<file path="config.mk">
export PLATFORM = sky130hd
export DESIGN_NAME = burst_fifo
export DESIGN_NICKNAME = d
export VERILOG_FILES = /design/src/hdl/burst_fifo.sv
export VERILOG_INCLUDE_DIRS = /design/src /design/src/include
export SDC_FILE = /design/constraint.sdc
export NUM_CORES = 1
export LEC_CHECK = 0
export BUFFER_PORTS_ARGS = -buffer_cell sky130_fd_sc_hd__buf_2
export CAP_MARGIN = 20
export CORE_MARGIN = 4
export CORE_UTILIZATION = 35
export DETAILED_ROUTE_END_ITERATION = 12
export GPL_TIMING_DRIVEN = 0
export PLACE_DENSITY = 0.59
export SETUP_SLACK_MARGIN = 0.4
export SYNTH_ARGS = -nofsm -noshare
export SYNTH_HDL_FRONTEND = slang
export SYNTH_SLANG_ARGS = --single-unit
</file>
<file path="constraint.sdc">
create_clock -name clk -period 4.88 [get_ports clk]
set_input_delay 0.976 -clock clk [delete_from_list [all_inputs] [get_ports clk]]
set_output_delay 0.976 -clock clk [all_outputs]
set_load 0.05 [all_outputs]
</file>
<file path="src/include/spi_sram_defs.svh">
`ifndef SPI_SRAM_DEFS_SVH
`define SPI_SRAM_DEFS_SVH

// burst buffer sizing
`define SRAM_FIFO_DEPTH 32			// max bytes per burst
`define SRAM_CNT_WIDTH 6			// log2(depth)+1, pointers reach depth

// device geometry, 16-bit parts only
`define SRAM_ADDR_WIDTH 16			// must be a multiple of 8
`define SRAM_DUMMY_BYTES 1			// bytes thrown away before read data

// command bytes
`define SRAM_CMD_QUAD_ENTER 8'h38	// sent serially on lane 0
`define SRAM_CMD_WRITE 8'h02		// sequential write
`define SRAM_CMD_READ 8'h03			// sequential read

`endif

</file>
<file path="src/hdl/burst_fifo.sv">
`timescale 1ns/1ps
`include "spi_sram_defs.svh"

module burst_fifo (
	input  logic                       clk,
	input  logic                       rst_n,
	input  logic                       owner,		// 1 sequencer side, 0 host side
	input  logic                       push,		// host write strobe
	input  logic [7:0]                 push_data,
	input  logic                       pop,			// host read strobe
	input  logic                       eng_push,	// sequencer write strobe
	input  logic [7:0]                 eng_data,
	input  logic                       eng_pop,		// sequencer read strobe
	input  logic                       rewind_rd,	// read pointer back to 0
	input  logic                       clear_wr,	// write pointer back to 0
	output logic [7:0]                 head,		// byte at read pointer
	output logic [`SRAM_CNT_WIDTH-1:0] count,		// bytes written since clear
	output logic                       drained		// read pointer caught up
);

	localparam int IDX_W = `SRAM_CNT_WIDTH - 1;
	localparam logic [`SRAM_CNT_WIDTH-1:0] DEPTH = `SRAM_CNT_WIDTH'(`SRAM_FIFO_DEPTH);

	logic [7:0] mem [`SRAM_FIFO_DEPTH];			// linear buffer, refilled from 0
	logic [`SRAM_CNT_WIDTH-1:0] wr_ptr;			// stops at depth
	logic [`SRAM_CNT_WIDTH-1:0] rd_ptr;			// stops at wr_ptr
	logic [7:0] wdata;							// selected write byte
	logic do_push;								// accepted write
	logic do_pop;								// accepted read
	logic full;
	logic empty;

	assign full    = (wr_ptr == DEPTH);
	assign empty   = (rd_ptr == wr_ptr);
	assign wdata   = owner ? eng_data : push_data;
	assign do_push = (owner ? eng_push : push) && !full;	// extra bytes are dropped
	assign do_pop  = (owner ? eng_pop : pop) && !empty;	// pops past the end do nothing

	always_ff @(posedge clk) begin
		if (do_push) begin
			mem[wr_ptr[IDX_W-1:0]] <= wdata;
		end
	end

	always_ff @(posedge clk) begin
		if (!rst_n) begin
			wr_ptr <= '0;
			rd_ptr <= '0;
		end else begin
			if (clear_wr) begin
				wr_ptr <= '0;
			end else if (do_push) begin
				wr_ptr <= wr_ptr + 1'b1;
			end
			if (rewind_rd) begin
				rd_ptr <= '0;					// wins over a same-cycle pop
			end else if (do_pop) begin
				rd_ptr <= rd_ptr + 1'b1;
			end
		end
	end

	assign head    = mem[rd_ptr[IDX_W-1:0]];	// wraps to 0 once rd_ptr hits depth
	assign count   = wr_ptr;
	assign drained = empty;

endmodule

</file>
# After elaboration in Yosys (flattened, before gate mapping)
# Memories as Yosys holds them, arrays and structs flattened. A register that Yosys moved wholly into a read port is not among the register bits.
# Index checks and enable logic that the tools add are counted.
# word_totals
register_bits	12
latchBits	0
ram_bits	256
rom_bits	0
input_bits	25
output_inout_bits	15
wordCells	21
mem_count	1
# mem_list
name	words	width	read_ports	rd_ports_with_merged_regs	wr	line	source
mem	32	8	1	1	1	burst_fifo.sv:24	logic [7:0] mem [`SRAM_FIFO_DEPTH];
# classes
add_sub_neg	2
multipliers	0
div	0
magnitude_cmp	0
eq_ne	2
shifts	0
n_mux	7
bitwise	1
reduce_logical	6
# ops
op	n
adder 6 x 1 -> 6 bit (second input constant)	2
2-to-1 mux 5 bit	2
2-to-1 mux 8 bit	1
equality test 6 bit	1
equality test 6 bit (second input constant)	1
2-to-1 mux 1 bit	4
OR reduction 2 bit	2
logical AND 1 bit	2
zero test 1 bit	2
inverter 1 bit	1

# Logic depth before layout (Yosys ltp)
# depth
ltp_word	5
depth_mapped	8
depth_no_buf	7

# Worst setup path after synthesis
# No wires, ideal clock.
# synth_timing
kind	reg-to-output
from	register with a tool-made name
to	output head[0]
arrival_time_ps	2113
required_ps	3904
setup_slack_ps	1791
stages_incl_launch_ff	6
path_buffers	2
path_cell_list	dfxtp_1 clkbuf_1 clkbuf_1 mux4_2 mux4_2 mux2_2
# synth_lines
element	line	source
end: declaration	burst_fifo.sv:16	output logic [7:0] head,

==> metrics.cfg <==
[synth]
synth_edf_count = 256
syn_area_per_cell_um2 = 21.23
synth_nets = 537
ys.flop_type = edfxtp_1
synthTopCellsByArea = edfxtp_1 71%, mux4_2 17%, dfxtp_1 3.2%
ys_async_sr_fraction_pct = 0
synth_warnings = 0
synth_cell_type_count = 27
yosysSeqAreaShare_pct = 74.57
synthDominantCellAreaShare_pct = 71.41
syn_area_um2 = 10770
synth_seq_cells = 273
yosysTopAreaCell = edfxtp_1
synthCells = 507

[pwr]
max-vdd-ir-drop_mv = 0.2008
p_total_mw = 4.823
powerDensity_nw_per_um2 = 390.9
p_leak_nw = 3.761

[clock_tree]
post_cts_buffers = 0
cts.clk_slew.worst_paths_ns = 0.06
clk_path_buf_depth = 3
insertion_delay_ns = 0.53
clock_sink_count = 273
cts_made_buffers = 26
htreeDepth = 1
clock-root-buffer = clkbuf_16
cts_tree = built

[grt]
grt_usage_pct = 13.04
grt_max_degree = 33
grt.overflow.total = 0
first_global_vias = 5354
grt_pass1_wl_um = 33190
antenna_found_initial = 0

[drt]
ant_nets = 0
vias = 5018
drt_iter0_drc = 332
drtPass1Iterations = 6
wl_per_cell_um = 21.99
wirelength_um = 21620
viasPerCell = 5.105
drc = 0

[critical_path]
cp_num_buf_inv = 3
cp.arrival_ns = 3.19
crit_required_ns = 3.90
crit_fanout = 10
reg2reg_slack_ns = 2.13
cp_common_cell = mux4_2
cp-end-kind = primary output
endpoint = head[2]
rr_startpoint = count[0]
critPathKind = reg2out
crit_family = multiplexers
crit_slowest_cell = buf_1
cpPeakStageDelay_ns = 0.55
crit_chain = clkbuf_2, buf_1, mux4_2, mux4_2, mux2_2, buf_2
worst-r2r-cell-count = 7
crit_cells = 6
reg2reg_to = mem[4][5]
cp-start-kind = flip-flop

[final_layout]
area_growth_pct = 14.63
final_nets = 603
drive_gt1_share_pct = 31.70
final_cell_mix = 256 x edfxtp_1, 80 x mux4_2, 43 x nor2_1, 40 x buf_2, 27 x clkbuf_16
final_common_cell = edfxtp_1
diodes = 0

[die]
io_pins = 40
start_util_pct = 35.94
die_h_um = 183.4
fp-row-count = 63
dieArea_um2 = 33630
die_w_um = 183.4
core_um2 = 29950

[hold_path]
min_path_cells = 2
hp-class = reg2reg

[sta]
clock_skew_ns = 0.01997
final_max_slew_viol_count = 0
grt_setup_unrepaired = no
slew-limit-headroom_pct = 35.99
period_share_pct = 85.38
setup_viol = 0
finalHoldViolations = 0
hold_slack_ns = 0.5211
min_period_ns = 4.167
setup_ws_ns = 0.7134
setup_tns_ns = 0
max_freq_mhz = 240.0
worst_slew_pin_slew_ns = 0.9567

[outcome]
outcome = complete, no violations

[placement]
pre_cts_ws_ns = 0.7894
gpl.final_weighted_congestion = 0.8278
numPortBuffers = 38
dp.final_hpwl_um = 14820

[run]
cap_violations = 0

==> tightest hold or removal path: stages, from the launching register on <==
cell and delay (ns):
dfxtp_1 0.33, o21ai_0 0.08, a21oi_1 0.06
==> flip-flops by register name, summed over array words and instances (netlist names), named ones only <==
| signal | flops |
|---|---|
| rd_ptr | 6 |
| count | 6 |
| mem | 256 |
==> how the worst min path moves through the flow <==
stage               from        end  slack (ns)
6_report       rd_ptr[5]  rd_ptr[5]        0.52
5_1_grt        rd_ptr[5]  rd_ptr[5]        0.54
4_1_cts        rd_ptr[5]  rd_ptr[5]        0.51
3_5_place_dp   rd_ptr[5]  rd_ptr[5]        0.51
3_3_place_gp   rd_ptr[5]  rd_ptr[5]        0.49
2_1_floorplan  rd_ptr[5]  rd_ptr[5]        0.47
==> cells by family after synthesis <==
logic type | count (synthesis) | synth area share, %
flip-flops | 273 | 74.57
multiplexers | 98 | 18.62
AND/OR/NAND/NOR | 74 | 3.173
buffers and inverters | 29 | 1.313
AO/OA/AOI/OAI | 16 | 0.7671
XOR/XNOR | 12 | 0.9764
adder cells (fa/ha/maj) | 5 | 0.5811
==> per-layer routing <==
| metal | global-route usage, % | vias to the layer above | wire length (µm) | share of wire, % |
|---|---|---|---|---|
| met5 | 0 | - | 0 | 0 |
| met4 | 4.261 | 0 | 569 | 2.6 |
| met3 | 2.122 | 29 | 1200 | 5.6 |
| met2 | 21.06 | 159 | 10510 | 49 |
| met1 | 18.24 | 2615 | 9338 | 43 |
| li1 | - | 2215 | - | - |
==> final cells by class <==
cell class / count / area, µm²
Multi-Input combinational cell: 205 / 2596
Timing Repair Buffer: 38 / 190.2
Fill cell: 2613 / 17610
Inverter: 3 / 11.26
Clock inverter: 11 / 153.9
Sequential cell: 273 / 8028
Clock buffer: 37 / 733.2
Tap cell: 390 / 488.0
Buffer: 26 / 140.1
==> synthesized netlist by cell type (2+ instances only) <==
cell type  count
edfxtp_1     256
mux4_2        80
nor2_1        43
mux2_2        18
dfxtp_1       17
clkbuf_1      11
nand2_1        9
xnor2_1        9
a21oi_1        8
o21ai_0        7
buf_1          6
buf_4          6
ha_1           5
or3_1          5
nand3_1        4
inv_1          3
nand3b_1       3
xor2_1         3
and4_1         2
buf_2          2
nand2b_1       2
nand4_1        2
or3b_2         2
==> per-stage QoR <==
stage,util [%],area (µm²),cells
after global routing,41.20,12340,983
after CTS,41.19,12340,983
after global placement,38.20,11440,935
after floorplan,-,10770,507
after detailed placement,38.20,11440,935
final,41.20,12340,983
==> power breakdown <==
group	internal, mW	leakage [nW]	total (mW)	switching (mW)
Sequential	2.59	2.44	2.59	0.00385
Clock	1.26	0.436	2.06	0.806
Combinational	0.0461	0.881	0.170	0.123
Total	3.89	3.76	4.82	0.934
==> what timing repair did <==
action                                  CTS  global route
hold buffers                              0             0
hold endpoints to repair                  0             0
endpoints found under the setup margin    8             8
resized for setup                         3             3
Power figures use the tool's default switching activity.
