**config.mk**
```make
export PLATFORM = sky130hd
export DESIGN_NAME = spi_sram
export DESIGN_NICKNAME = d
export VERILOG_FILES = /design/src/hdl/qspi_bus_pkg.sv /design/src/hdl/sram_cmd_pkg.sv /design/src/hdl/spi_sram.sv
export VERILOG_INCLUDE_DIRS = /design/src /design/src/include
export SDC_FILE = /design/constraint.sdc
export NUM_CORES = 1
export LEC_CHECK = 0
export BUFFER_PORTS_ARGS = -buffer_cell sky130_fd_sc_hd__buf_2
export CAP_MARGIN = 20
export CORE_UTILIZATION = 45
export DETAILED_ROUTE_END_ITERATION = 8
export PLACE_DENSITY = 0.74
export SLEW_MARGIN = 20
export SYNTH_ARGS = -nofsm -noshare
export SYNTH_HDL_FRONTEND = slang
export SYNTH_SLANG_ARGS = --single-unit
```
**constraint.sdc**
```tcl
create_clock -name clk -period 2.1 [get_ports clk]
set_input_delay 0.21 -clock clk [delete_from_list [all_inputs] [get_ports clk]]
set_output_delay 0.21 -clock clk [all_outputs]
set_load 0.01 [all_outputs]
```
**src/include/spi_sram_defs.svh**
```systemverilog
`ifndef SPI_SRAM_DEFS_SVH
`define SPI_SRAM_DEFS_SVH

// burst buffer sizing
`define SRAM_FIFO_DEPTH 32			// max bytes per burst
`define SRAM_CNT_WIDTH 6			// log2(depth)+1, pointers reach depth

// device geometry, 16-bit parts only
`define SRAM_ADDR_WIDTH 16			// must be a multiple of 8
`define SRAM_DUMMY_BYTES 1			// bytes thrown away before read data

// command bytes
`define SRAM_CMD_QUAD_ENTER 8'h38	// sent serially on lane 0
`define SRAM_CMD_WRITE 8'h02		// sequential write
`define SRAM_CMD_READ 8'h03			// sequential read

`endif

```
**src/hdl/qspi_bus_pkg.sv**
```systemverilog
package qspi_bus_pkg;

	// four pulses per SPI clock, sck is high in the upper two
	typedef enum logic [1:0] {
		PH_LOW0  = 2'd0,	// sck low, bus settles
		PH_LOW1  = 2'd1,	// sck low, controller changes dout
		PH_HIGH0 = 2'd2,	// sck rising, sram latches
		PH_HIGH1 = 2'd3		// sck high, controller samples din
	} phase_e;

	typedef struct packed {
		phase_e ph;			// current pulse
		logic drive_edge;	// first clock of PH_LOW1
		logic sample_edge;	// first clock of PH_HIGH1
	} phase_t;

	typedef struct packed {
		logic [3:0] dout;	// value per lane
		logic [3:0] oe;		// output enable per lane, 1 drives the pin
	} lane_drive_t;

endpackage

```
**src/hdl/sram_cmd_pkg.sv**
```systemverilog
`include "spi_sram_defs.svh"

package sram_cmd_pkg;

	typedef enum logic [7:0] {
		OP_WRITE      = `SRAM_CMD_WRITE,
		OP_READ       = `SRAM_CMD_READ,
		OP_QUAD_ENTER = `SRAM_CMD_QUAD_ENTER
	} opcode_e;

	typedef enum logic [3:0] {
		INIT,			// lower cs_n, then load quad entry
		CS_SETUP,		// wait cnt spi cycles, return to tag
		SEND_SERIAL,	// shift cnt bits out on lane 0
		SEND_QUAD,		// shift cnt nibbles out on all lanes
		RECV_QUAD,		// shift cnt nibbles in
		IDLE,			// host owns the fifo
		START_WRITE,
		ADDR_WRITE,
		DATA_WRITE,
		START_READ,
		ADDR_READ,
		DATA_READ,
		HANGUP			// raise cs_n and rest two cycles
	} seq_state_e;

	typedef struct packed {
		logic [`SRAM_ADDR_WIDTH-1:0] addr;	// burst start
		logic [`SRAM_CNT_WIDTH-1:0] size;	// read length in bytes
		logic is_write;						// 1 write, 0 read
	} sram_req_t;

endpackage

```
**src/hdl/spi_sram.sv**
```systemverilog
`timescale 1ns/1ps
`include "spi_sram_defs.svh"

module spi_sram (
	input  logic                       clk,
	input  logic                       rst_n,
	input  sram_cmd_pkg::sram_req_t    req,			// sampled in IDLE
	input  logic                       req_valid,
	output logic                       busy,
	input  qspi_bus_pkg::phase_t       phase,
	output logic                       run,			// enables the phase generator
	output qspi_bus_pkg::lane_drive_t  lanes,
	output logic                       cs_n,
	input  logic [3:0]                 din,			// sio pins as seen by us
	output logic                       owner,
	output logic                       eng_push,
	output logic [7:0]                 eng_data,
	output logic                       eng_pop,
	output logic                       rewind_rd,
	output logic                       clear_wr,
	input  logic [7:0]                 head,
	input  logic [`SRAM_CNT_WIDTH-1:0] count,
	input  logic                       drained
);

	localparam int ADDR_BYTES = `SRAM_ADDR_WIDTH / 8;
	localparam int IDX_W = (ADDR_BYTES > 1) ? $clog2(ADDR_BYTES) : 1;
	localparam int DUMMY_W = $clog2(`SRAM_DUMMY_BYTES + 2);
	localparam logic [`SRAM_CNT_WIDTH-1:0] DEPTH = `SRAM_CNT_WIDTH'(`SRAM_FIFO_DEPTH);

	sram_cmd_pkg::seq_state_e state;
	sram_cmd_pkg::seq_state_e tag;				// where a sub-state returns to
	sram_cmd_pkg::sram_req_t req_q;				// request held for the burst
	logic [7:0] shift;							// byte going out or coming in
	logic [3:0] cnt;							// spi cycles left in a sub-state
	logic [IDX_W-1:0] addr_idx;					// address byte, high first
	logic [DUMMY_W-1:0] dummy_cnt;				// receives to discard
	logic [7:0] addr_byte;
	logic [`SRAM_CNT_WIDTH-1:0] next_count;		// count after this push
	logic rd_last;								// this push ends the read
	logic in_sub;								// counting spi cycles on sample_edge

	assign run   = busy;						// phase resets while idle
	assign owner = busy;						// host has the fifo only when idle

	assign addr_byte  = 8'(req_q.addr >> {addr_idx, 3'b000});
	assign next_count = count + 1'b1;
	assign rd_last    = (next_count >= req_q.size) || (next_count == DEPTH);
	assign in_sub     = state inside {sram_cmd_pkg::CS_SETUP, sram_cmd_pkg::SEND_SERIAL,
		sram_cmd_pkg::SEND_QUAD, sram_cmd_pkg::RECV_QUAD};

	// fifo strobes, each data state lasts exactly one clock
	always_comb begin
		eng_push  = 1'b0;
		eng_pop   = 1'b0;
		rewind_rd = 1'b0;
		clear_wr  = 1'b0;
		case (state)
			sram_cmd_pkg::START_WRITE: begin
				rewind_rd = 1'b1;				// send from index 0
			end
			sram_cmd_pkg::DATA_WRITE: begin
				eng_pop   = !drained;
				rewind_rd = drained;			// burst done, empty the buffer
				clear_wr  = drained;
			end
			sram_cmd_pkg::START_READ: begin
				clear_wr = 1'b1;				// fill from index 0
			end
			sram_cmd_pkg::DATA_READ: begin
				eng_push  = (dummy_cnt == '0);
				rewind_rd = (dummy_cnt == '0) && rd_last;	// host reads from 0
			end
			default: begin
			end
		endcase
	end

	assign eng_data = shift;

	always_ff @(posedge clk) begin
		if (!rst_n) begin
			state     <= sram_cmd_pkg::INIT;
			tag       <= sram_cmd_pkg::INIT;
			busy      <= 1'b1;					// busy until quad mode is entered
			cs_n      <= 1'b1;
			lanes     <= '0;					// all lanes released
			cnt       <= '0;
			addr_idx  <= '0;
			dummy_cnt <= '0;
		end else begin
			case (state)
				sram_cmd_pkg::INIT: begin
					if (cs_n) begin
						cs_n  <= 1'b0;			// wake the device
						cnt   <= 4'd1;
						tag   <= sram_cmd_pkg::INIT;	// come back here to send 0x38
						state <= sram_cmd_pkg::CS_SETUP;
					end else begin
						shift <= sram_cmd_pkg::OP_QUAD_ENTER;
						cnt   <= 4'd8;			// one bit per cycle
						tag   <= sram_cmd_pkg::HANGUP;
						state <= sram_cmd_pkg::SEND_SERIAL;
					end
				end
				sram_cmd_pkg::CS_SETUP: begin
				end
				sram_cmd_pkg::SEND_SERIAL: begin
					if (phase.drive_edge) begin
						lanes.oe   <= 4'b0001;	// device still in spi mode
						lanes.dout <= {3'b000, shift[7]};
						shift      <= {shift[6:0], 1'b0};
					end
				end
				sram_cmd_pkg::SEND_QUAD: begin
					if (phase.drive_edge) begin
						lanes.oe   <= 4'b1111;
						lanes.dout <= shift[7:4];	// high nibble first
						shift      <= {shift[3:0], 4'h0};
					end
				end
				sram_cmd_pkg::RECV_QUAD: begin
					if (phase.drive_edge) begin
						lanes.oe <= 4'b0000;	// turn the bus around
					end
					if (phase.sample_edge) begin
						shift <= {shift[3:0], din};
					end
				end
				sram_cmd_pkg::IDLE: begin
					if (req_valid) begin
						req_q    <= req;
						busy     <= 1'b1;
						cs_n     <= 1'b0;
						cnt      <= 4'd1;		// one setup cycle
						addr_idx <= IDX_W'(ADDR_BYTES - 1);
						tag      <= req.is_write ? sram_cmd_pkg::START_WRITE :
							sram_cmd_pkg::START_READ;
						state    <= sram_cmd_pkg::CS_SETUP;
					end
				end
				sram_cmd_pkg::START_WRITE: begin
					shift <= sram_cmd_pkg::OP_WRITE;
					cnt   <= 4'd2;
					tag   <= sram_cmd_pkg::ADDR_WRITE;
					state <= sram_cmd_pkg::SEND_QUAD;
				end
				sram_cmd_pkg::START_READ: begin
					shift <= sram_cmd_pkg::OP_READ;
					cnt   <= 4'd2;
					tag   <= sram_cmd_pkg::ADDR_READ;
					state <= sram_cmd_pkg::SEND_QUAD;
				end
				sram_cmd_pkg::ADDR_WRITE, sram_cmd_pkg::ADDR_READ: begin
					shift    <= addr_byte;
					cnt      <= 4'd2;
					addr_idx <= addr_idx - 1'b1;
					state    <= sram_cmd_pkg::SEND_QUAD;
					if (addr_idx != '0) begin
						tag <= state;			// more address bytes
					end else if (state == sram_cmd_pkg::ADDR_WRITE) begin
						tag <= sram_cmd_pkg::DATA_WRITE;
					end else begin
						tag       <= sram_cmd_pkg::DATA_READ;
						// one extra: first DATA_READ entry follows the address, not a receive
						dummy_cnt <= DUMMY_W'(`SRAM_DUMMY_BYTES + 1);
					end
				end
				sram_cmd_pkg::DATA_WRITE: begin
					if (!drained) begin
						shift <= head;			// popped this clock
						cnt   <= 4'd2;
						tag   <= sram_cmd_pkg::DATA_WRITE;
						state <= sram_cmd_pkg::SEND_QUAD;
					end else begin
						state <= sram_cmd_pkg::HANGUP;
					end
				end
				sram_cmd_pkg::DATA_READ: begin
					if (dummy_cnt != '0) begin
						dummy_cnt <= dummy_cnt - 1'b1;	// discard, fetch next
						cnt       <= 4'd2;
						tag       <= sram_cmd_pkg::DATA_READ;
						state     <= sram_cmd_pkg::RECV_QUAD;
					end else if (rd_last) begin
						state <= sram_cmd_pkg::HANGUP;
					end else begin
						cnt   <= 4'd2;
						tag   <= sram_cmd_pkg::DATA_READ;
						state <= sram_cmd_pkg::RECV_QUAD;
					end
				end
				sram_cmd_pkg::HANGUP: begin
					if (!cs_n) begin
						cs_n     <= 1'b1;
						lanes.oe <= 4'b0000;
						cnt      <= 4'd2;		// two idle spi cycles
					end else if (phase.sample_edge) begin
						if (cnt == 4'd1) begin
							busy  <= 1'b0;
							state <= sram_cmd_pkg::IDLE;
						end else begin
							cnt <= cnt - 4'd1;
						end
					end
				end
				default: begin
					state <= sram_cmd_pkg::HANGUP;	// illegal code, end cleanly
				end
			endcase
			// shared exit of the sub-states, one count per spi cycle
			if (in_sub && phase.sample_edge) begin
				if (cnt == 4'd1) begin
					state <= tag;
				end else begin
					cnt <= cnt - 4'd1;
				end
			end
		end
	end

endmodule

```
## After elaboration in Yosys (flattened, before gate mapping)

Index checks and enable logic that the tools add are counted.
W data, S select, Z words.

- Output and inout port bits: 24
- Register bits: 55
- Word-level logic and storage cells: 134

- $add $sub $neg: 4
- Shift-type cells: 1
- Reductions and logical operators: 28
- Eq/ne operators: 29
- Order comparisons: 1
- Muxes and demuxes: 59

Operators by type and width:

| kind | number |
|---|---|
| $mux W4 | 28 |
| $pmux W8 S8 | 1 |
| $mux W8 | 7 |
| $pmux W4 S7 | 2 |
| $ne A2 B2 Y1 const B | 14 |
| $pmux W4 S6 | 1 |
| $eq A4 B4 Y1 const B | 5 |
| $eq A4 B3 Y1 const B | 4 |
| $pmux W4 S4 | 1 |
| $shr A16 B4 Y8 | 1 |
| $mux W2 | 5 |
| $reduce_and A5 Y1 | 2 |
| $reduce_bool A2 Y1 | 5 |
| $eq A4 B1 Y1 const B | 2 |
| $eq A4 B2 Y1 const B | 2 |
| $pmux W4 S2 | 1 |
| $reduce_and A4 Y1 | 2 |
| $reduce_bool A4 Y1 | 2 |
| $reduce_bool A8 Y1 | 1 |
| $reduce_or A4 Y1 | 2 |
| $mux W1 | 7 |
| $reduce_and A7 Y1 | 1 |
| $reduce_bool A7 Y1 | 1 |
| $add A6 B1 Y6 const B | 1 |
| other kinds (18) | 24 |

## Logic depth before layout (Yosys ltp)

- Word-level depth: 8
- Mapped depth: 11
- Gate-level depth less buffers: 10

## Worst setup path after synthesis

No wires, ideal clock.

- Kind: register -> register
- Start point: register state[0]
- End point: register req_q[10] (netlist bit) (enable)
- Setup slack: -0.214 ns
- Clock period less this slack: 2.314 ns
- Cell stages (with the launch flop): 6
- Required time: 1.699 ns
- Arrival time: 1.913 ns
- Cells stage by stage: dfxtp_1 > buf_6 > buf_4 > and2b_1 > nand3_1 > nor2_1

- Cells in the longest elaborated chain, start to end: 2

Ends and longest elaborated chain:

| element | RTL line | source |
|---|---|---|
| start: declaration | spi_sram.sv:31 | `sram_cmd_pkg::seq_state_e state;` |
| start signal: assignment | spi_sram.sv:83 | `state <= sram_cmd_pkg::INIT;` |
| start signal: assignment | spi_sram.sv:98 | `state <= sram_cmd_pkg::CS_SETUP;` |
| start signal: assignment | spi_sram.sv:103 | `state <= sram_cmd_pkg::SEND_SERIAL;` |
| $eq A4 B3 Y1 | spi_sram.sv:92 | `case (state)` |
| $reduce_and A3 Y1 (no source line) | -- |  |
| end signal: assignment | spi_sram.sv:132 | `req_q <= req;` |
| end: declaration | spi_sram.sv:33 | `sram_cmd_pkg::sram_req_t req_q;` |

Every way passes these cells.
A chain may end at the register's enable or synchronous reset.

## Worst setup path after layout

- Start point: register req_q[4] (netlist bit)
- End point: output port rewind_rd

- Cells in the longest elaborated chain, start to end: 4

Ends and longest elaborated chain:

| element | RTL line | source |
|---|---|---|
| $ge A6 B6 Y1 | spi_sram.sv:48 | `assign rd_last = (next_count >= req_q.size) \|\| (next_count == DEPTH);` |
| $logic_or A1 B1 Y1 | spi_sram.sv:48 |  |
| $logic_and A1 B1 Y1 | spi_sram.sv:72 | `rewind_rd = (dummy_cnt == '0) && rd_last;` |
| $pmux W1 S3 | spi_sram.sv:58 | `case (state)` |
| end: declaration | spi_sram.sv:19 | `output logic rewind_rd,` |

Every way passes these cells.

==> impl_metrics.py <==
metrics = {
    "route": {
        "viasPerCell": 5.79,
        "ant_nets": 0,
        "wl_per_cell_um": 16.4,
        "dr.pass1.iters": 5,
        "drtIter0Drc": 413,
        "routed_wl_um": 8990,
        "via_count": 3173,
        "drc": 0,
    },
    "timing": {
        "fin_ws_ps": -21.4,
        "rsz0062_at_grt": "yes",
        "relSlewSlack_pct": 67.8,
        "worst_pin_slew_ps": 483,
        "slew_violations": 0,
        "timing.final.crit_share_pct": 101,
        "finClkSkew_ps": 8.01,
        "finalCriticalPeriod_ps": 2120,
        "setup-violations-final": 1,
        "tns_ps": -21.4,
        "hold_viol": 0,
        "clock.fmax_ghz": 0.471,
    },
    "yosys": {
        "synth_area_leaders": "edfxtp_1 28%, dfxtp_1 14%, nand2_1 4.4%, mux2i_1 4.3%, a21oi_1 3.8%",
        "ys_top_cells_by_count": "38 x nand2_1, 30 x edfxtp_1, 27 x nor2_1",
        "synth_top_area_cell": "edfxtp_1",
        "synth_edf_count": 30,
        "synth-seq-area-share_pct": 41.7,
        "synth.top_cell.area_share_pct": 27.6,
        "synthesis.nets": 420,
        "netlist_instances": 361,
        "ys.flop_type": "edfxtp_1",
        "yosysWarnings": 0,
        "netlist-cell-type-count": 64,
        "synth-seq-cells": 53,
        "syn_avg_cell_area_um2": 9.05,
        "yosysMostFrequentCell": "nand2_1",
        "async_flop_share_pct": 0,
        "synth_area_um2": 3270,
    },
    "floorplanning": {
        "die_h_um": 87.2,
        "fp.coreArea_um2": 6910,
        "start_util_pct": 47.3,
        "die_area_um2": 7600,
        "core.rowCount": 30,
        "die_w_um": 87.2,
        "io_pins": 73,
    },
    "worst_hold_path": {
        "hold_path.class": "in2reg",
    },
    "global_route": {
        "met3_usage_pct": 5.02,
        "grt_max_degree": 30,
        "grt_pass1_vias": 2935,
        "grt_use_met2_pct": 39.7,
        "overflow": 0,
        "grt_first_pass_wirelength_um": 14300,
        "busiest_layer": "met2",
        "grt_use_met1_pct": 33.2,
        "antenna_found_initial": 0,
        "grt_use_total_pct": 24.6,
    },
    "worst_setup_path": {
        "cp-end-kind": "primary output",
        "startpoint_type": "register",
        "r2r_slack_ps": 80,
        "required_ps": 1890,
        "ff2ff_path_depth": 9,
        "worstPathArrival_ps": 1910,
        "r2r-end": "tag[1]",
        "cp_max_fo": 3,
        "startpoint": "req_q[4]",
        "endpoint": "rewind_rd",
        "path_class": "reg2out",
        "rr_startpoint": "req_q[4]",
    },
    "cells_and_area": {
        "drive_gt1_share_pct": 31.4,
        "areaGrowthSynthToFinish_pct": 25.9,
        "layout.nets": 510,
        "final_util_pct": 59.6,
        "multi_input_comb_area_um2": 1770,
        "seqCellArea_um2": 1360,
        "antenna_cells": 0,
        "fillers": 632,
    },
    "placement": {
        "portBuffers": 70,
        "hpwl_um": 6640,
        "place_congestion": 0.952,
    },
    "outcome": {
        "failed_checks": "setup timing",
        "outcome": "finished with violations",
    },
    "power_and_ir_drop": {
        "p_leak_nw": 1.63,
        "powerDensity_nw_per_um2": 1030,
        "ir_drop_mv": 0.544,
    },
    "clock_network": {
        "postCtsHoldBufs": 0,
        "cts_tree": "built",
        "cts_root_buf": "clkbuf_8",
        "cts_buffer_depth": 2,
        "htreeDepth": 2,
        "clkSlewWorstSetupHoldPaths_ps": 100,
        "numCtsBuffers": 5,
        "clock-sinks": 53,
        "clock_latency_ps": 320,
    },
    "run": {
        "drv_cap": 0,
    },
}
stage by stage:
| stage | power, mW | cells | hold slack [ps] | area (um^2) | setup slack, ps |
|---|---|---|---|---|---|
| after floorplan | 2.78 | 361 | 309 | 3270 | 131 |
| after global placement | 3.40 | 536 | 386 | 3880 | -175 |
| after detailed placement | 3.42 | 536 | 388 | 3880 | -255 |
| after CTS | 4.16 | 547 | 56.4 | 4070 | 2.46 |
| after global routing | 4.47 | 548 | 42.6 | 4110 | -97.3 |
| final | 4.23 | 548 | 57.0 | 4110 | -21.4 |
worst min path at each step:
stage	end	start	depth (start not counted)	slack, ps
floorplan	req_q[10]	req[10]	0	310
CTS	req_q[16]	req[16]	1	60
finish	req_q[1]	req[1]	1	60
global placement	req_q[14]	req[14]	1	390
global route	req_q[6]	req[6]	1	40
detailed placement	req_q[14]	req[14]	1	390
cells in the final DEF, fill, tap and decap left out, types with 3 or more instances in the layout:
master     n
edfxtp_1  30
o22ai_1    9
nand2b_1   5
xnor2_1    5
nand2_1   38
a21oi_1   24
buf_2     70
nor3_1     8
a31oi_1    6
nand4_1    3
mux2i_1   14
nor2b_1    4
nand3_1   11
o221ai_1   3
ha_1       8
inv_1     13
o21ai_0   24
nor2_1    25
clkbuf_8   5
buf_4     39
dfxtp_1   21
a211oi_1   7
a22oi_1    7
timing repair:
action,CTS,global route
buffers inserted,3,1
resized for setup,10,10
pin swaps,5,4
setup endpoints to repair,1,7
cell type report:
class	instances	area share (%)
multi-input combinational	263	43.0
sequential	53	33.2
timing repair buffer	111	16.6
tap	96	2.92
clock buffer	5	1.67
inverter	17	1.55
clock inverter	3	1.06
cell families (layout without fill, tap and decap cells):
kind of cell	after synthesis	after routing	synth area share, %
buf+inv	45	136	6.89
xor+xnor	6	6	1.61
fa+ha+maj	10	10	3.83
flops	53	53	41.7
mux	14	14	4.29
compound gates	116	116	23.5
simple gates	117	117	18.2
routing by layer:
layer,vias to the layer above,wire (um)
met5,-,0
met1,1455,3790
met3,12,825
met2,183,4230
li1,1523,-
met4,0,143
flip-flops by register name, indices dropped and copies added, names as in the netlist:
register   count
addr_idx       1
busy           1
cnt            4
cs_n           1
dummy_cnt      2
eng_data       8
lanes          6
req_q         22
state          4
tag            4
report_power, final:
| part | switching [mW] | internal (mW) |
|---|---|---|
| Sequential | 0.149 | 1.29 |
| Clock | 0.370 | 0.358 |
| Combinational | 1.18 | 0.885 |
| Total | 1.70 | 2.53 |
critical path: stages (launching register included):
cell      delay [ps]
edfxtp_1         390
inv_2             80
ha_4             210
a211oi_4         200
nor2_2            80
nor2_4           140
a21oi_4           90
a31oi_4          190
nand2_1           70
buf_2            140
Note: power is estimated with default switching activity, not from simulation.
