**src/hdl/qspi_bus_pkg.sv**
```systemverilog
package qspi_bus_pkg;

	// four pulses per SPI clock, sck is high in the upper two
	typedef enum logic [1:0] {
		PH_LOW0  = 2'd0,	// sck low, bus settles
		PH_LOW1  = 2'd1,	// sck low, controller changes dout
		PH_HIGH0 = 2'd2,	// sck rising, sram latches
		PH_HIGH1 = 2'd3		// sck high, controller samples din
	} phase_e;

	typedef struct packed {
		phase_e ph;			// current pulse
		logic drive_edge;	// first clock of PH_LOW1
		logic sample_edge;	// first clock of PH_HIGH1
	} phase_t;

	typedef struct packed {
		logic [3:0] dout;	// value per lane
		logic [3:0] oe;		// output enable per lane, 1 drives the pin
	} lane_drive_t;

endpackage

```
**src/hdl/qspi_phase_gen.sv**
```systemverilog
`timescale 1ns/1ps

module qspi_phase_gen (
	input  logic                 clk,
	input  logic                 rst_n,
	input  logic                 run,		// step the phase while high
	input  logic [15:0]          bauddiv,	// clocks per phase, minus one
	output qspi_bus_pkg::phase_t phase,
	output logic                 sck
);

	logic [15:0] timer;						// clocks left in this phase
	qspi_bus_pkg::phase_e ph;				// current phase
	qspi_bus_pkg::phase_e prev_ph;			// phase one clock ago, for edge strobes

	always_ff @(posedge clk) begin
		if (!rst_n || !run) begin
			timer   <= bauddiv;				// park at the start of a cycle
			ph      <= qspi_bus_pkg::PH_LOW0;
			prev_ph <= qspi_bus_pkg::PH_LOW0;	// equal to ph so no strobe fires
		end else begin
			prev_ph <= ph;
			if (timer == 16'd0) begin
				timer <= bauddiv;			// reload for the next phase
				ph    <= qspi_bus_pkg::phase_e'(ph + 2'd1);	// wraps HIGH1 -> LOW0
			end else begin
				timer <= timer - 16'd1;
			end
		end
	end

	// strobes fire on the first clock of a phase only
	always_comb begin
		phase.ph          = ph;
		phase.drive_edge  = (ph == qspi_bus_pkg::PH_LOW1) &&
			(prev_ph != qspi_bus_pkg::PH_LOW1);
		phase.sample_edge = (ph == qspi_bus_pkg::PH_HIGH1) &&
			(prev_ph != qspi_bus_pkg::PH_HIGH1);
	end

	assign sck = (ph == qspi_bus_pkg::PH_HIGH0) ||
		(ph == qspi_bus_pkg::PH_HIGH1);		// high for the second half cycle

endmodule

```
**config.mk**
```make
export PLATFORM = sky130hd
export DESIGN_NAME = qspi_phase_gen
export DESIGN_NICKNAME = d
export VERILOG_FILES = /design/src/hdl/qspi_bus_pkg.sv /design/src/hdl/qspi_phase_gen.sv
export SDC_FILE = /design/constraint.sdc
export NUM_CORES = 1
export LEC_CHECK = 0
export BUFFER_PORTS_ARGS = -buffer_cell sky130_fd_sc_hd__buf_2
export CAP_MARGIN = 25
export CORE_MARGIN = 5
export CORE_UTILIZATION = 55
export DETAILED_ROUTE_END_ITERATION = 6
export GPL_ROUTABILITY_DRIVEN = 0
export PLACE_DENSITY = 0.93
export SKIP_LAST_GASP = 1
export SYNTH_ARGS = -nofsm -noshare
export SYNTH_HDL_FRONTEND = slang
export SYNTH_SLANG_ARGS = --single-unit
export TNS_END_PERCENT = 20
```
**constraint.sdc**
```tcl
create_clock -name clk -period 4.7 [get_ports clk]
set_input_delay 0.47 -clock clk [delete_from_list [all_inputs] [get_ports clk]]
set_output_delay 0.47 -clock clk [all_outputs]
set_load 0.1 [all_outputs]
```
==> After elaboration in Yosys (flattened, before gate mapping) <==
Cells that the tools add are included.
Widths: inputs -> output; s select.
{ "totals": {"register_bits": 20, "wordCells": 19, "out_inout_bits": 5} }
{ "op_classes": {"add_sub_neg": 2, "reduce_logical": 7, "n_eq_ne": 5, "n_mux": 2} }
{ "op_table": {"columns": ["op", "count"], "rows": [
  ["$mux 16", 2],
  ["$logic_not 16->1", 1],
  ["$sub 16x1->16 const B", 1],
  ["$eq 2x2->1 const B", 2],
  ["$add 2x1->2 const B", 1],
  ["$eq 2x1->1 const B", 1],
  ["$logic_and 1x1->1", 2],
  ["$logic_not 1->1", 2],
  ["$logic_or 1x1->1", 2],
  ["$ne 2x1->1 const B", 1],
  ["$ne 2x2->1 const B", 1]
]} }

==> Longest topological paths before layout <==
Gate-level depths: netlist of run 1.
{ "depth": {"word_depth": 3, "depth_mapped": 7, "mapped_depth_nobuf": 7} }

==> Least setup slack after synthesis of run 1 <==
No wires, ideal clock.
{ "synth_path": {"path_type": "register -> output", "start": "reg ph[0]", "end": "out phase[0] in the netlist's numbering", "stages_incl_launch_ff": 3, "arrival_time_ns": 3.490, "setup_slack_ns": 0.740, "required_ns": 4.230, "path_cell_list": "dfxtp_1 ha_1 a21boi_0"} }
{ "synth_lines": {"columns": ["item", "line", "source"], "rows": [
  ["start, declared", "qspi_phase_gen.sv:13", "qspi_bus_pkg::phase_e ph;"],
  ["start signal, assigned", "qspi_phase_gen.sv:19", "ph <= qspi_bus_pkg::PH_LOW0;"],
  ["start signal, assigned", "qspi_phase_gen.sv:25", "ph <= qspi_bus_pkg::phase_e'(ph + 2'd1);"],
  ["end, declared", "qspi_phase_gen.sv:8", "output qspi_bus_pkg::phase_t phase,"]
]} }

==> Final worst setup path of run 1 <==
{ "layout_path": {"start": "reg ph[0]", "end": "out sck"} }
{ "layout_between": {"elab_chain_len": 2, "word_cells_on_any_way": 3} }
{ "layout_rtl": {"columns": ["item", "line", "source"], "rows": [
  ["$eq 2x2->1 (on tied branches)", "qspi_phase_gen.sv:41, qspi_phase_gen.sv:42", null],
  ["$logic_or 1x1->1 *", "qspi_phase_gen.sv:41", "assign sck = (ph == qspi_bus_pkg::PH_HIGH0) ||"],
  ["end, declared", "qspi_phase_gen.sv:9", "output logic sck"]
]} }
Mark *: on every way between the ends. The rest lies on a longest branch, timed or not.

==> metrics.md, run 1 <==
| Metric | Value |
|---|---|
| Status | `completed` |
| Number of synthesized register bits | `20` |
| Final setup margin | `2690 ps` |
| Yosys top cell area share | `39.8%` |
| Hold path startpoint | `bauddiv[5]` |
| WHS Endpoint | `timer[5]` |
| Syn Area/Cell | `8.60 sq um` |
| Prevailing post-synth register cell | `dfxtp_1` |
| Critical path required time | `4230 ps` |
| FF-to-FF path depth | `7` |
| First-pass GRT wire length | `2.85 mm` |
| Largest net degree at the start of global routing | `31` |
| Syn-to-layout area delta | `15.8%` |
| GR Overflow Total | `0` |
| Routed vias/inst | `4.98` |
| Commonest cells post-synth | `20 x dfxtp_1, 19 x nand2_1, 14 x o21ai_0` |
| Max-slew headroom | `68.4%` |
| Drt first-iter violations | `6` |
| Synthesized instance count | `117` |
| Die height | `52.8 um` |
| Final #Nets | `167` |
| Critical path launch point type | `flop` |
| Unrepaired setup endpoints after global routing | `false` |
| Vias in the first global route | `709` |
| Area leader, netlist | `dfxtp_1` |
| Root Buffer | `clkbuf_4` |
| Hold crit path type | `input pin to flop` |
| Syn nets | `141` |
| Cell Area, Synth | `1010 sq um` |
| Yosys cell types | `30` |
| Post-synth EDFFs | `0` |
| Sequential cell area | `400 sq um` |
| Crit. End Element | `output port` |
| Layout cell share with drive strength beyond 1 | `22.7%` |
| Max Cap Viol | `0` |
| P_leak | `0.000508 uW` |
| Core box area | `1730 sq um` |
| PD cells | `275 nW/um^2` |
| Worst path top cell family by delay | `flip-flops` |
| Num rows | `15` |
| Crit path kind | `flop to output port` |
| Slew @ Worst Pin | `470 ps` |
| Synth area leaders | `dfxtp_1 40%, nand2_1 7.1%, o21ai_0 7.0%` |
| PortBufs | `23` |
| PostCTS Resize Cnt | `0` |
| Met2 WL | `837 um` |
| Yosys warning total | `0` |
| Worst Hold Slack | `358 ps` |
| Worst-path cell chain | `inv_1 > ha_1 > or2_2 > buf_2` |
| Peak VDD IR | `0.207 mV` |
| Slowest cell on crit path | `dfxtp_1` |
| Top sig layer | `met4` |
| Worst path max stage delay | `420 ps` |
| CTS max path bufs | `2` |
| FMAX | `0.499 GHz` |
| Area occupied by multi-input gates | `569 sq um` |
| Register area share after synthesis | `39.8%` |
| Pre-CTS setup slack | `2760 ps` |
| Worst path buffer plus inverter count | `2` |
| # fillers | `147` |
| Die area | `2780 sq um` |
| Detailed Route WL | `1.76 mm` |
| Reg clk slew, reported paths | `100 ps` |
| Clk Latency, worst-skew pair | `300 ps` |
| # Post-CTS Setup Buffers | `0` |
| # clock sinks | `20` |
| Final Hold Fails | `0` |
| Crit path DAT | `1540 ps` |
| Antenna diodes | `0` |
| DP HPWL | `1.39 mm` |
| Sum of negative setup slack | `0 ps` |
| Worst hold stages | `2` |
| Reg-to-reg endpoint | `timer[12]` |
| WL per Instance | `10.6 um` |
| Met1 Wirelength | `784 um` |
| Skew final | `5.58 ps` |
| H-tree levels | `1` |
| Worst r2r src | `timer[0]` |
| Routed Antenna Nets | `0` |
| I/O pins | `24` |
| Period minus WS final | `2010 ps` |
| GRT Total Usage | `13.9%` |
| # hold bufs at CTS | `0` |
| Reg2Reg Setup Slack | `2740 ps` |
| Worst Setup SP | `ph[0]` |
| First-pass DRT Iterations | `4` |
| Crit share post-route | `42.7%` |
| Setup violators final | `0` |
| Met3 wire len | `99 um` |
| # DRC | `0` |
| Synth async-reset ratio | `0%` |
| Final Max Slew Viols | `0` |
| Initial antenna violation count | `0` |
| Initial Util | `58.3%` |
| CTS Buf Count | `3` |
| Chip Width | `52.8 um` |
| Most frequent cell after synthesis | `dfxtp_1` |
| CTS tree | `built` |
| Via count | `826` |
| Crit Path Max Fanout | `5` |
==> area by class of cell <==
class	instances	area share (%)
Clock buffer	3	1.93
Inverter	5	1.61
Multi-Input combinational cell	89	48.9
Sequential cell	20	34.4
Tap cell	25	2.69
Timing Repair Buffer	24	10.5
==> power breakdown <==
group | internal [uW] | total, uW | switching, uW
clock | 29.9 | 78.3 | 48.4
combinational | 23.7 | 45.7 | 22.0
sequential | 182 | 196 | 13.8
total | 236 | 320 | 84.3
==> state kept, by name (all words and copies together), names as in the netlist <==
signal / flops
ph: 2
prev_ph: 2
timer: 16
==> worst max path at each step <==
stage	endpoint	slack [ps]	cells past startpoint
floorplan	phase[0]	740	2
global route	phase[0]	2600	3
global placement	timer[12]	2870	7
CTS	sck	2670	4
finish	sck	2690	4
detailed placement	timer[12]	2760	7
==> cells by family after synthesis <==
family	Yosys count	share of synthesized area, %
buffers and inverters	8	3.61
AOI/OAI and AO/OA	25	15.0
DFF	20	39.8
xor gates and xnor gates	12	10.4
adders and majority gates	5	6.22
and+or+nand+nor	47	24.9
==> layer usage <==
metal  GRT usage, %  vias up
li1               -      445
met1           15.4      356
met2           23.6       20
met3           3.70        5
met4           8.09        0
met5              0        -
==> stage by stage <==
stage,instance area [sq um],cells,util (%),power (uW)
final,1160,166,67.5,320
after global routing,1160,166,67.5,337
after CTS,1160,166,67.5,323
after detailed placement,1140,163,66.2,245
after global placement,1140,163,66.2,243
after floorplan,1010,117,-,230
==> worst reg2reg max path, stage by stage, from the launching register on <==
cell     delay (ps)
dfxtp_1         360
inv_1            90
ha_1            180
nor3b_2         320
nand2_1         150
or4b_1          530
xor2_1          160
o21ai_1         110
==> cells in the final DEF (no fill, tap or decap) <==
cell type  synthesis  routed
o21ai_0           14      14
nor3b_2            1       1
a41o_1             1       1
nor2_1            11      11
buf_4              1       1
nor4_1             2       2
or3_1              2       2
clkbuf_4           0       3
or4b_1             1       1
xor2_1             5       5
or2_2              1       1
nand4b_2           1       1
o31a_1             1       1
nor4_4             1       1
ha_1               5       5
o31ai_2            1       1
nor3_1             2       2
and2_1             1       1
nor3b_1            1       1
dfxtp_1           20      20
nand2b_1           3       3
xnor2_1            7       7
a21o_1             1       1
inv_1              5       5
buf_2              2      23
a21oi_1            3       3
nand3_1            1       1
o21ai_1            1       1
a21boi_0           2       2
a211oi_1           1       1
nand2_1           19      19
Note: power is estimated with default switching activity, not from simulation.
==> run 2, diff against run 1 <==
--- a/config.mk
+++ b/config.mk
@@ -5,13 +5,14 @@
 export SDC_FILE = /design/constraint.sdc
 export NUM_CORES = 1
 export LEC_CHECK = 0
+export ABC_AREA = 1
 export BUFFER_PORTS_ARGS = -buffer_cell sky130_fd_sc_hd__buf_2
 export CAP_MARGIN = 25
 export CORE_MARGIN = 5
-export CORE_UTILIZATION = 55
+export CORE_UTILIZATION = 54
 export DETAILED_ROUTE_END_ITERATION = 6
 export GPL_ROUTABILITY_DRIVEN = 0
-export PLACE_DENSITY = 0.93
+export PLACE_DENSITY = 0.89
 export SKIP_LAST_GASP = 1
 export SYNTH_ARGS = -nofsm -noshare
 export SYNTH_HDL_FRONTEND = slang
==> constraint.sdc (replaced) <==
create_clock -name clk -period 1.9 [get_ports clk]
set_input_delay 0.19 -clock clk [delete_from_list [all_inputs] [get_ports clk]]
set_output_delay 0.19 -clock clk [all_outputs]
set_load 0.1 [all_outputs]
==> run 2 against run 1 <==
Effect of this change:
- setup slack lost 2500 ps
- worst hold slack worse by 280 ps
- synthesized area rose by 25%
- sequential cell count stayed put
- first-iteration DRC count rose to 3.7 times the previous value
- design area grew 24%
- sequential power up 150%
- final cell count rose by 46%
- highest routed layer unchanged
- register-to-register slack worse by 2400 ps
- clock-buffer cell count up 1
- sequential share of layout area is 6.5 points lower
- clock power rose to 3.1 times the previous value
==> metrics.md, run 2 <==
| Metric | Value |
|---|---|
| CTS max path bufs | `2 (unchanged)` |
| Largest reg by FF count | `timer (unchanged)` |
| Layout cell share with drive strength beyond 1 | `25.1% (was 22.7%)` |
| Sw Ratio | `28.6% (was 26.3%)` |
| Peak VDD IR | `0.639 mV (was 0.207 mV)` |
| Routed Antenna Nets | `0 (unchanged)` |
| Fin cells | `243 (was 166)` |
| Die area | `3390 sq um (was 2780 sq um)` |
| # clock sinks | `20 (unchanged)` |
| Synthesized instance count | `189 (was 117)` |
| Yosys top cell area share | `31.8% (was 39.8%)` |
| # hold bufs at CTS | `0 (unchanged)` |
| Sum of negative setup slack | `0 ps (unchanged)` |
| Synth area leaders | `dfxtp_1 32%, nand2_1 18%, nor2_1 8.4% (was dfxtp_1 40%, nand2_1 7.1%, o21ai_0 7.0%)` |
| Comb pwr share | `18.5% (was 14.3%)` |
| Setup violators final | `0 (unchanged)` |
| DP HPWL | `1.95 mm (was 1.39 mm)` |
| Cell Area, Synth | `1260 sq um (was 1010 sq um)` |
| Critical path launch point type | `flop (unchanged)` |
| Hold crit path type | `input pin to flop (unchanged)` |
| Root Buffer | `clkbuf_4 (unchanged)` |
| Worst path max stage delay | `380 ps (was 420 ps)` |
| # Post-CTS Setup Buffers | `0 (unchanged)` |
| CTS Buf Count | `3 (unchanged)` |
| Drt first-iter violations | `22 (was 6)` |
| Syn nets | `213 (was 141)` |
| Total power | `893 uW (was 320 uW)` |
| Detailed Route WL | `2.46 mm (was 1.76 mm)` |
| Max-slew headroom | `67.7% (was 68.4%)` |
| Commonest non-fill, non-tap cell in the layout | `nand2_1 (was buf_2)` |
| Commonest non-fill, non-tap cells in the layout | `60 x nand2_1, 28 x nor2_1, 23 x buf_2 (was 23 x buf_2, 20 x dfxtp_1, 19 x nand2_1)` |
| Max reg flops | `16 (unchanged)` |
| Final #Nets | `240 (was 167)` |
| Worst-path cell chain | `inv_1 > ha_1 > or2_2 > buf_2 (unchanged)` |
| Placed insts | `239 (was 163)` |
| PostCTS Resize Cnt | `0 (unchanged)` |
| Crit path kind | `flop to output port (unchanged)` |
| Top flop regs | `timer (16), ph (2), prev_ph (2) (unchanged)` |
| GRT Total Usage | `16.5% (was 13.9%)` |
| GR Overflow Total | `0 (unchanged)` |
| Final Max Slew Viols | `0 (unchanged)` |
| Via count | `1180 (was 826)` |
| Clk Latency, worst-skew pair | `300 ps (about the same)` |
| Syn-to-layout area delta | `14.9% (was 15.8%)` |
| FMAX | `0.601 GHz` |
| Die height | `58.3 um (was 52.8 um)` |
| # DRC | `0 (unchanged)` |
| Most frequent cell after synthesis | `nand2_1 (was dfxtp_1)` |
| CTS tree | `built (unchanged)` |
| Syn Area/Cell | `6.65 sq um (was 8.60 sq um)` |
| Chip Width | `58.3 um (was 52.8 um)` |
| Synth async-reset ratio | `0% (unchanged)` |
| H-tree levels | `1 (unchanged)` |
| Crit share post-route | `87.5%` |
| Status | `completed (unchanged)` |
| Initial Util | `56.8% (was 58.3%)` |
| WL per Instance | `10.1 um (was 10.6 um)` |
| I/O pins | `24 (unchanged)` |
| Clk pwr share | `27.5% (was 24.5%)` |
| Net Sw Power | `255 uW (was 84.3 uW)` |
| Slew @ Worst Pin | `487 ps (was 470 ps)` |
| Slowest cell on crit path | `dfxtp_2 (was dfxtp_1)` |
| Prevailing post-synth register cell | `dfxtp_1 (unchanged)` |
| Register area share after synthesis | `31.8% (was 39.8%)` |
| Number of synthesized register bits | `20 (unchanged)` |
| Crit. path cell count | `4 (unchanged)` |
| Critical path required time | `1710 ps (was 4230 ps)` |
| PortBufs | `23 (unchanged)` |
| Final Hold Fails | `0 (unchanged)` |
| Yosys cell types | `24 (was 30)` |
| Area leader, netlist | `dfxtp_1 (unchanged)` |
| Design Area, Final | `1450 sq um (was 1160 sq um)` |
| Period minus WS final | `1660 ps` |
| Reg clk slew, reported paths | `110 ps (was 100 ps)` |
| Routed vias/inst | `4.86 (was 4.98)` |
| Largest net degree at the start of global routing | `23 (was 31)` |
| Vias in the first global route | `1073 (was 709)` |
| Post-synth EDFFs | `0 (unchanged)` |
| Skew final | `9.23 ps (was 5.58 ps)` |
| Worst path top cell family by delay | `flip-flops (unchanged)` |
| First-pass DRT Iterations | `4 (unchanged)` |
| Crit. End Element | `output port (unchanged)` |
| P_leak | `0.000709 uW (was 0.000508 uW)` |
| Seq pwr share | `54.1% (was 61.3%)` |
| Worst hold stages | `3 (was 2)` |
| Max Cap Viol | `0 (unchanged)` |
| Unrepaired setup endpoints after global routing | `false (unchanged)` |
| PD cells | `618 nW/um^2 (was 275 nW/um^2)` |
| Crit path DAT | `1470 ps (was 1540 ps)` |
| Cell Area, Placed | `1410 sq um (was 1140 sq um)` |
| Commonest cells post-synth | `60 x nand2_1, 28 x nor2_1, 20 x dfxtp_1, 20 x inv_1, 14 x nor2_2 (was 20 x dfxtp_1, 19 x nand2_1, 14 x o21ai_0)` |
| Yosys warning total | `0 (unchanged)` |
| Num rows | `17 (was 15)` |
| Worst path buffer plus inverter count | `2 (unchanged)` |
| Core box area | `2210 sq um (was 1730 sq um)` |
| FF-to-FF path depth | `9 (was 7)` |
| Antenna diodes | `0 (unchanged)` |
| Internal power | `638 uW (was 236 uW)` |
| Initial antenna violation count | `0 (unchanged)` |
| Crit Path Max Fanout | `5 (unchanged)` |
| First-pass GRT wire length | `4.36 mm (was 2.85 mm)` |
run 2: cell types whose count changed after synthesis, moves of 3 or more:
cell / change
a21oi_1: +3
inv_1: +15
nand2_1: +41
nand2b_1: -3
nand3_1: +7
nor2_1: +17
nor2_2: +14
o21ai_0: -9
xnor2_1: -3
xor2_1: -3
run 2: cell type report:
| type | instances | area, sq um |
|---|---|---|
| fillers | 211 | 767 |
| multi-input cells | 145 | 766 |
| flip-flops and latches | 20 | 403 |
| repair buffers | 24 | 123 |
| inverters | 22 | 82.6 |
| clock buffers | 4 | 36.3 |
| well taps | 28 | 35.0 |
run 2: path summary, 6_finish.rpt:
kind | from | to | slack (ps)
hold / removal | bauddiv[1] | timer[1] | 70
hold reg to reg | ph[1] | prev_ph[1] | 500
setup / recovery | ph[0] | sck | 240
setup reg to reg | timer[0] | timer[5] | 330
run 2: power groups by stage:
| stage | logic, uW | clock network, uW | registers [uW] |
|---|---|---|---|
| 2_1_floorplan | 131 | 0 | 483 |
| 6_report | 165 | 246 | 483 |
| 5_1_grt | 191 | 270 | 488 |
| 4_1_cts | 166 | 251 | 482 |
| 3_5_place_dp | 164 | 0 | 491 |
| 3_3_place_gp | 160 | 0 | 491 |
run 2: routing by layer:
layer	up-vias	GRT usage, %	part of all wire [%]
li1	628	-	-
met1	519	19.5	43
met3	4	4.23	5.9
met5	-	0	0
met4	0	5.30	2.1
met2	29	28.9	49
run 2: cells by family after synthesis:
| group | share of synthesized area [%] |
|---|---|
| simple gates | 41.8 |
| buf+inv | 9.05 |
| flops | 31.8 |
| compound gates | 8.16 |
| xor+xnor | 4.18 |
| fa+ha+maj | 4.98 |
run 2: per-stage QoR:
| step | utilization, % | hold slack, ps | worst slack (ps) |
|---|---|---|---|
| after floorplan | - | 300 | 185 |
| after global placement | 63.7 | 387 | 410 |
| after detailed placement | 63.7 | 398 | 339 |
| after CTS | 65.3 | 74.4 | 224 |
| after global routing | 65.3 | 65.4 | 131 |
| final | 65.3 | 73.6 | 237 |
run 2: tightest hold or removal path: stages:
cell	delay, ps
buf_2	70
nand2_1	40
o21ai_0	50
==> run 3, diff against run 2 <==
==> constraint.sdc (replaced) <==
create_clock -name clk -period 1.9 [get_ports clk]
set_input_delay 0.095 -clock clk [delete_from_list [all_inputs] [get_ports clk]]
set_output_delay 0.095 -clock clk [all_outputs]
set_load 0.1 [all_outputs]
==> run 3 against run 2 <==
Effect of this change:
- power is 1.0% higher
- die area stayed put
- via count is 1.2% higher
- setup slack better by 74 ps
- worst hold slack worse by 62 ps
- sequential cell count stayed put
- non-clock buffer count is 6 higher
- maximum frequency is 4.7% higher
- critical path depth is 5 higher
- sequential share of layout area is 1.1 points lower
- wire length is 3.8% higher
- core utilization is 2.7 points higher
- critical path type is now flop to flop
- critical endpoint is now timer[6]
==> metrics.md, run 3 (synthesis results as in run 2) <==
| Metric | Value |
|---|---|
| Status | `completed (unchanged)` |
| GR Overflow Total | `0 (unchanged)` |
| Routed vias/inst | `4.80 (was 4.86)` |
| Via count | `1194 (was 1180)` |
| Peak VDD IR | `0.637 mV (was 0.639 mV)` |
| Reg2Reg Setup Slack | `310 ps (was 330 ps)` |
| Crit share post-route | `83.6% (was 87.5%)` |
| Final #Nets | `246 (was 240)` |
| Met2 usage | `31.0% (was 28.9%)` |
| Critical path launch point type | `flop (unchanged)` |
| Worst hold stages | `3 (unchanged)` |
| Initial Util | `56.8% (unchanged)` |
| FF-to-FF path depth | `9 (unchanged)` |
| Chip Width | `58.3 um (unchanged)` |
| Core box area | `2210 sq um (unchanged)` |
| DP HPWL | `1.95 mm (unchanged)` |
| Final Max Slew Viols | `0 (unchanged)` |
| Met1 Use GR | `20.2% (was 19.5%)` |
| Period minus WS final | `1590 ps (was 1660 ps)` |
| Slew @ Worst Pin | `487 ps (unchanged)` |
| PD cells | `599 nW/um^2 (was 618 nW/um^2)` |
| Hold path startpoint | `bauddiv[13] (was bauddiv[1])` |
| Max reg flops | `16 (unchanged)` |
| Max Cap Viol | `0 (unchanged)` |
| Detailed Route WL | `2.56 mm (was 2.46 mm)` |
| Largest net degree at the start of global routing | `23 (unchanged)` |
| Hold crit path type | `input pin to flop (unchanged)` |
| WHS Endpoint | `timer[13] (was timer[1])` |
| Unrepaired setup endpoints after global routing | `false (unchanged)` |
| Worst Hold Slack | `11.2 ps (was 73.6 ps)` |
| Syn-to-layout area delta | `19.7% (was 14.9%)` |
| First-pass DRT Iterations | `4 (unchanged)` |
| # DRC | `0 (unchanged)` |
| Commonest non-fill, non-tap cell in the layout | `nand2_1 (unchanged)` |
| CTS Buf Count | `3 (unchanged)` |
| WL per Instance | `10.3 um (was 10.1 um)` |
| Initial antenna violation count | `0 (unchanged)` |
| Worst r2r src | `timer[0] (unchanged)` |
| M3 GR Usage | `4.23% (unchanged)` |
| Die area | `3390 sq um (unchanged)` |
| Crit Path Max Fanout | `22 (was 5)` |
| Sum of negative setup slack | `0 ps (unchanged)` |
| Reg-to-reg endpoint | `timer[6] (was timer[5])` |
| Crit path DAT | `1810 ps (was 1470 ps)` |
| Clk Latency, worst-skew pair | `300 ps (about the same)` |
| FMAX | `0.630 GHz (was 0.601 GHz)` |
| # clock sinks | `20 (unchanged)` |
| # fillers | `205 (was 211)` |
| Root Buffer | `clkbuf_4 (unchanged)` |
| P_leak | `0.000734 uW (was 0.000709 uW)` |
| Commonest non-fill, non-tap cells in the layout | `60 x nand2_1, 28 x nor2_1, 23 x buf_2 (unchanged)` |
| Largest reg by FF count | `timer (unchanged)` |
| Antenna diodes | `0 (unchanged)` |
| CTS max path bufs | `2 (unchanged)` |
| Max-slew headroom | `67.7% (unchanged)` |
| Crit. End Element | `flop (was output port)` |
| GR peak layer | `met2 (unchanged)` |
| Setup violators final | `0 (unchanged)` |
| H-tree levels | `1 (unchanged)` |
| Critical path required time | `2120 ps (was 1710 ps)` |
| PostCTS Resize Cnt | `0 (unchanged)` |
| GRT Total Usage | `17.3% (was 16.5%)` |
| PortBufs | `23 (unchanged)` |
| CTS tree | `built (unchanged)` |
| Skew final | `8.61 ps (was 9.23 ps)` |
| Num rows | `17 (unchanged)` |
| Drt first-iter violations | `25 (was 22)` |
| Layout cell share with drive strength beyond 1 | `24.4% (was 25.1%)` |
| Top flop regs | `timer (16), ph (2), prev_ph (2) (unchanged)` |
| Die height | `58.3 um (unchanged)` |
| I/O pins | `24 (unchanged)` |
| Routed Antenna Nets | `0 (unchanged)` |
| Reg clk slew, reported paths | `110 ps (about the same)` |
| Vias in the first global route | `1119 (was 1073)` |
| Crit path kind | `flop to flop (was flop to output port)` |
| Final core occ | `68.0% (was 65.3%)` |
| Final Hold Fails | `0 (unchanged)` |
| First-pass GRT wire length | `4.56 mm (was 4.36 mm)` |
[run 3: cell types whose count changed in the layout (fill, tap and decap cells not counted), sizes merged]
cell and delta:
dlygate4sd3 +6
[run 3: metrics by stage]
stage | instances | setup WS (ps) | cell area (sq um) | total power, uW
finish | 249 | 312 | 1510 | 902
global route | 249 | 160 | 1510 | 960
CTS | 249 | 319 | 1510 | 909
detailed placement | 239 | 339 | 1410 | 656
global placement | 239 | 410 | 1410 | 652
floorplan | 189 | 280 | 1280 | 615
[run 3: area by class of cell]
| cell class | instances | area (sq um) | area share (%) |
|---|---|---|---|
| Timing Repair Buffer | 30 | 183 | 12.1 |
| Clock buffer | 4 | 36.3 | 2.41 |
| Inverter | 22 | 82.6 | 5.49 |
| Tap cell | 28 | 35.0 | 2.33 |
| Multi-Input combinational cell | 145 | 766 | 50.9 |
| Sequential cell | 20 | 403 | 26.8 |
[run 3: where the power goes]
| part | switching, uW | internal, uW | total [uW] |
|---|---|---|---|
| combinational | 96.9 | 77.9 | 175 |
| clock | 127 | 117 | 244 |
| sequential | 32.2 | 451 | 483 |
| total | 256 | 646 | 902 |
[run 3: repair_timing]
item | in CTS | in global routing
endpoints found under the hold margin | 6 | 0
hold buffers | 6 | 0
buffers inserted | 0 | 0
[run 3: routing by layer]
layer / wire length [um] / up-vias
li1: - / 639
met1: 1070 / 522
met2: 1290 / 29
met3: 151 / 4
met4: 52 / 0
met5: 0 / -
[run 3: how the worst max path moves through the flow]
stage | startpoint | to | slack (ps) | cells after the start
finish | timer[0] | timer[6] | 310 | 9
global route | timer[0] | timer[6] | 160 | 9
CTS | ph[0] | sck | 320 | 4
detailed placement | timer[0] | timer[5] | 340 | 9
global placement | timer[0] | timer[6] | 410 | 9
floorplan | ph[0] | phase[0] | 280 | 2
[run 3: critical path, cell delays in order (launching register included)]
cell	delay [ps]
dfxtp_1	370
inv_1	140
ha_1	190
nand2_2	80
nor2_4	130
nand3_4	140
nand2_4	270
nand2_1	90
nand2_1	70
inv_1	30
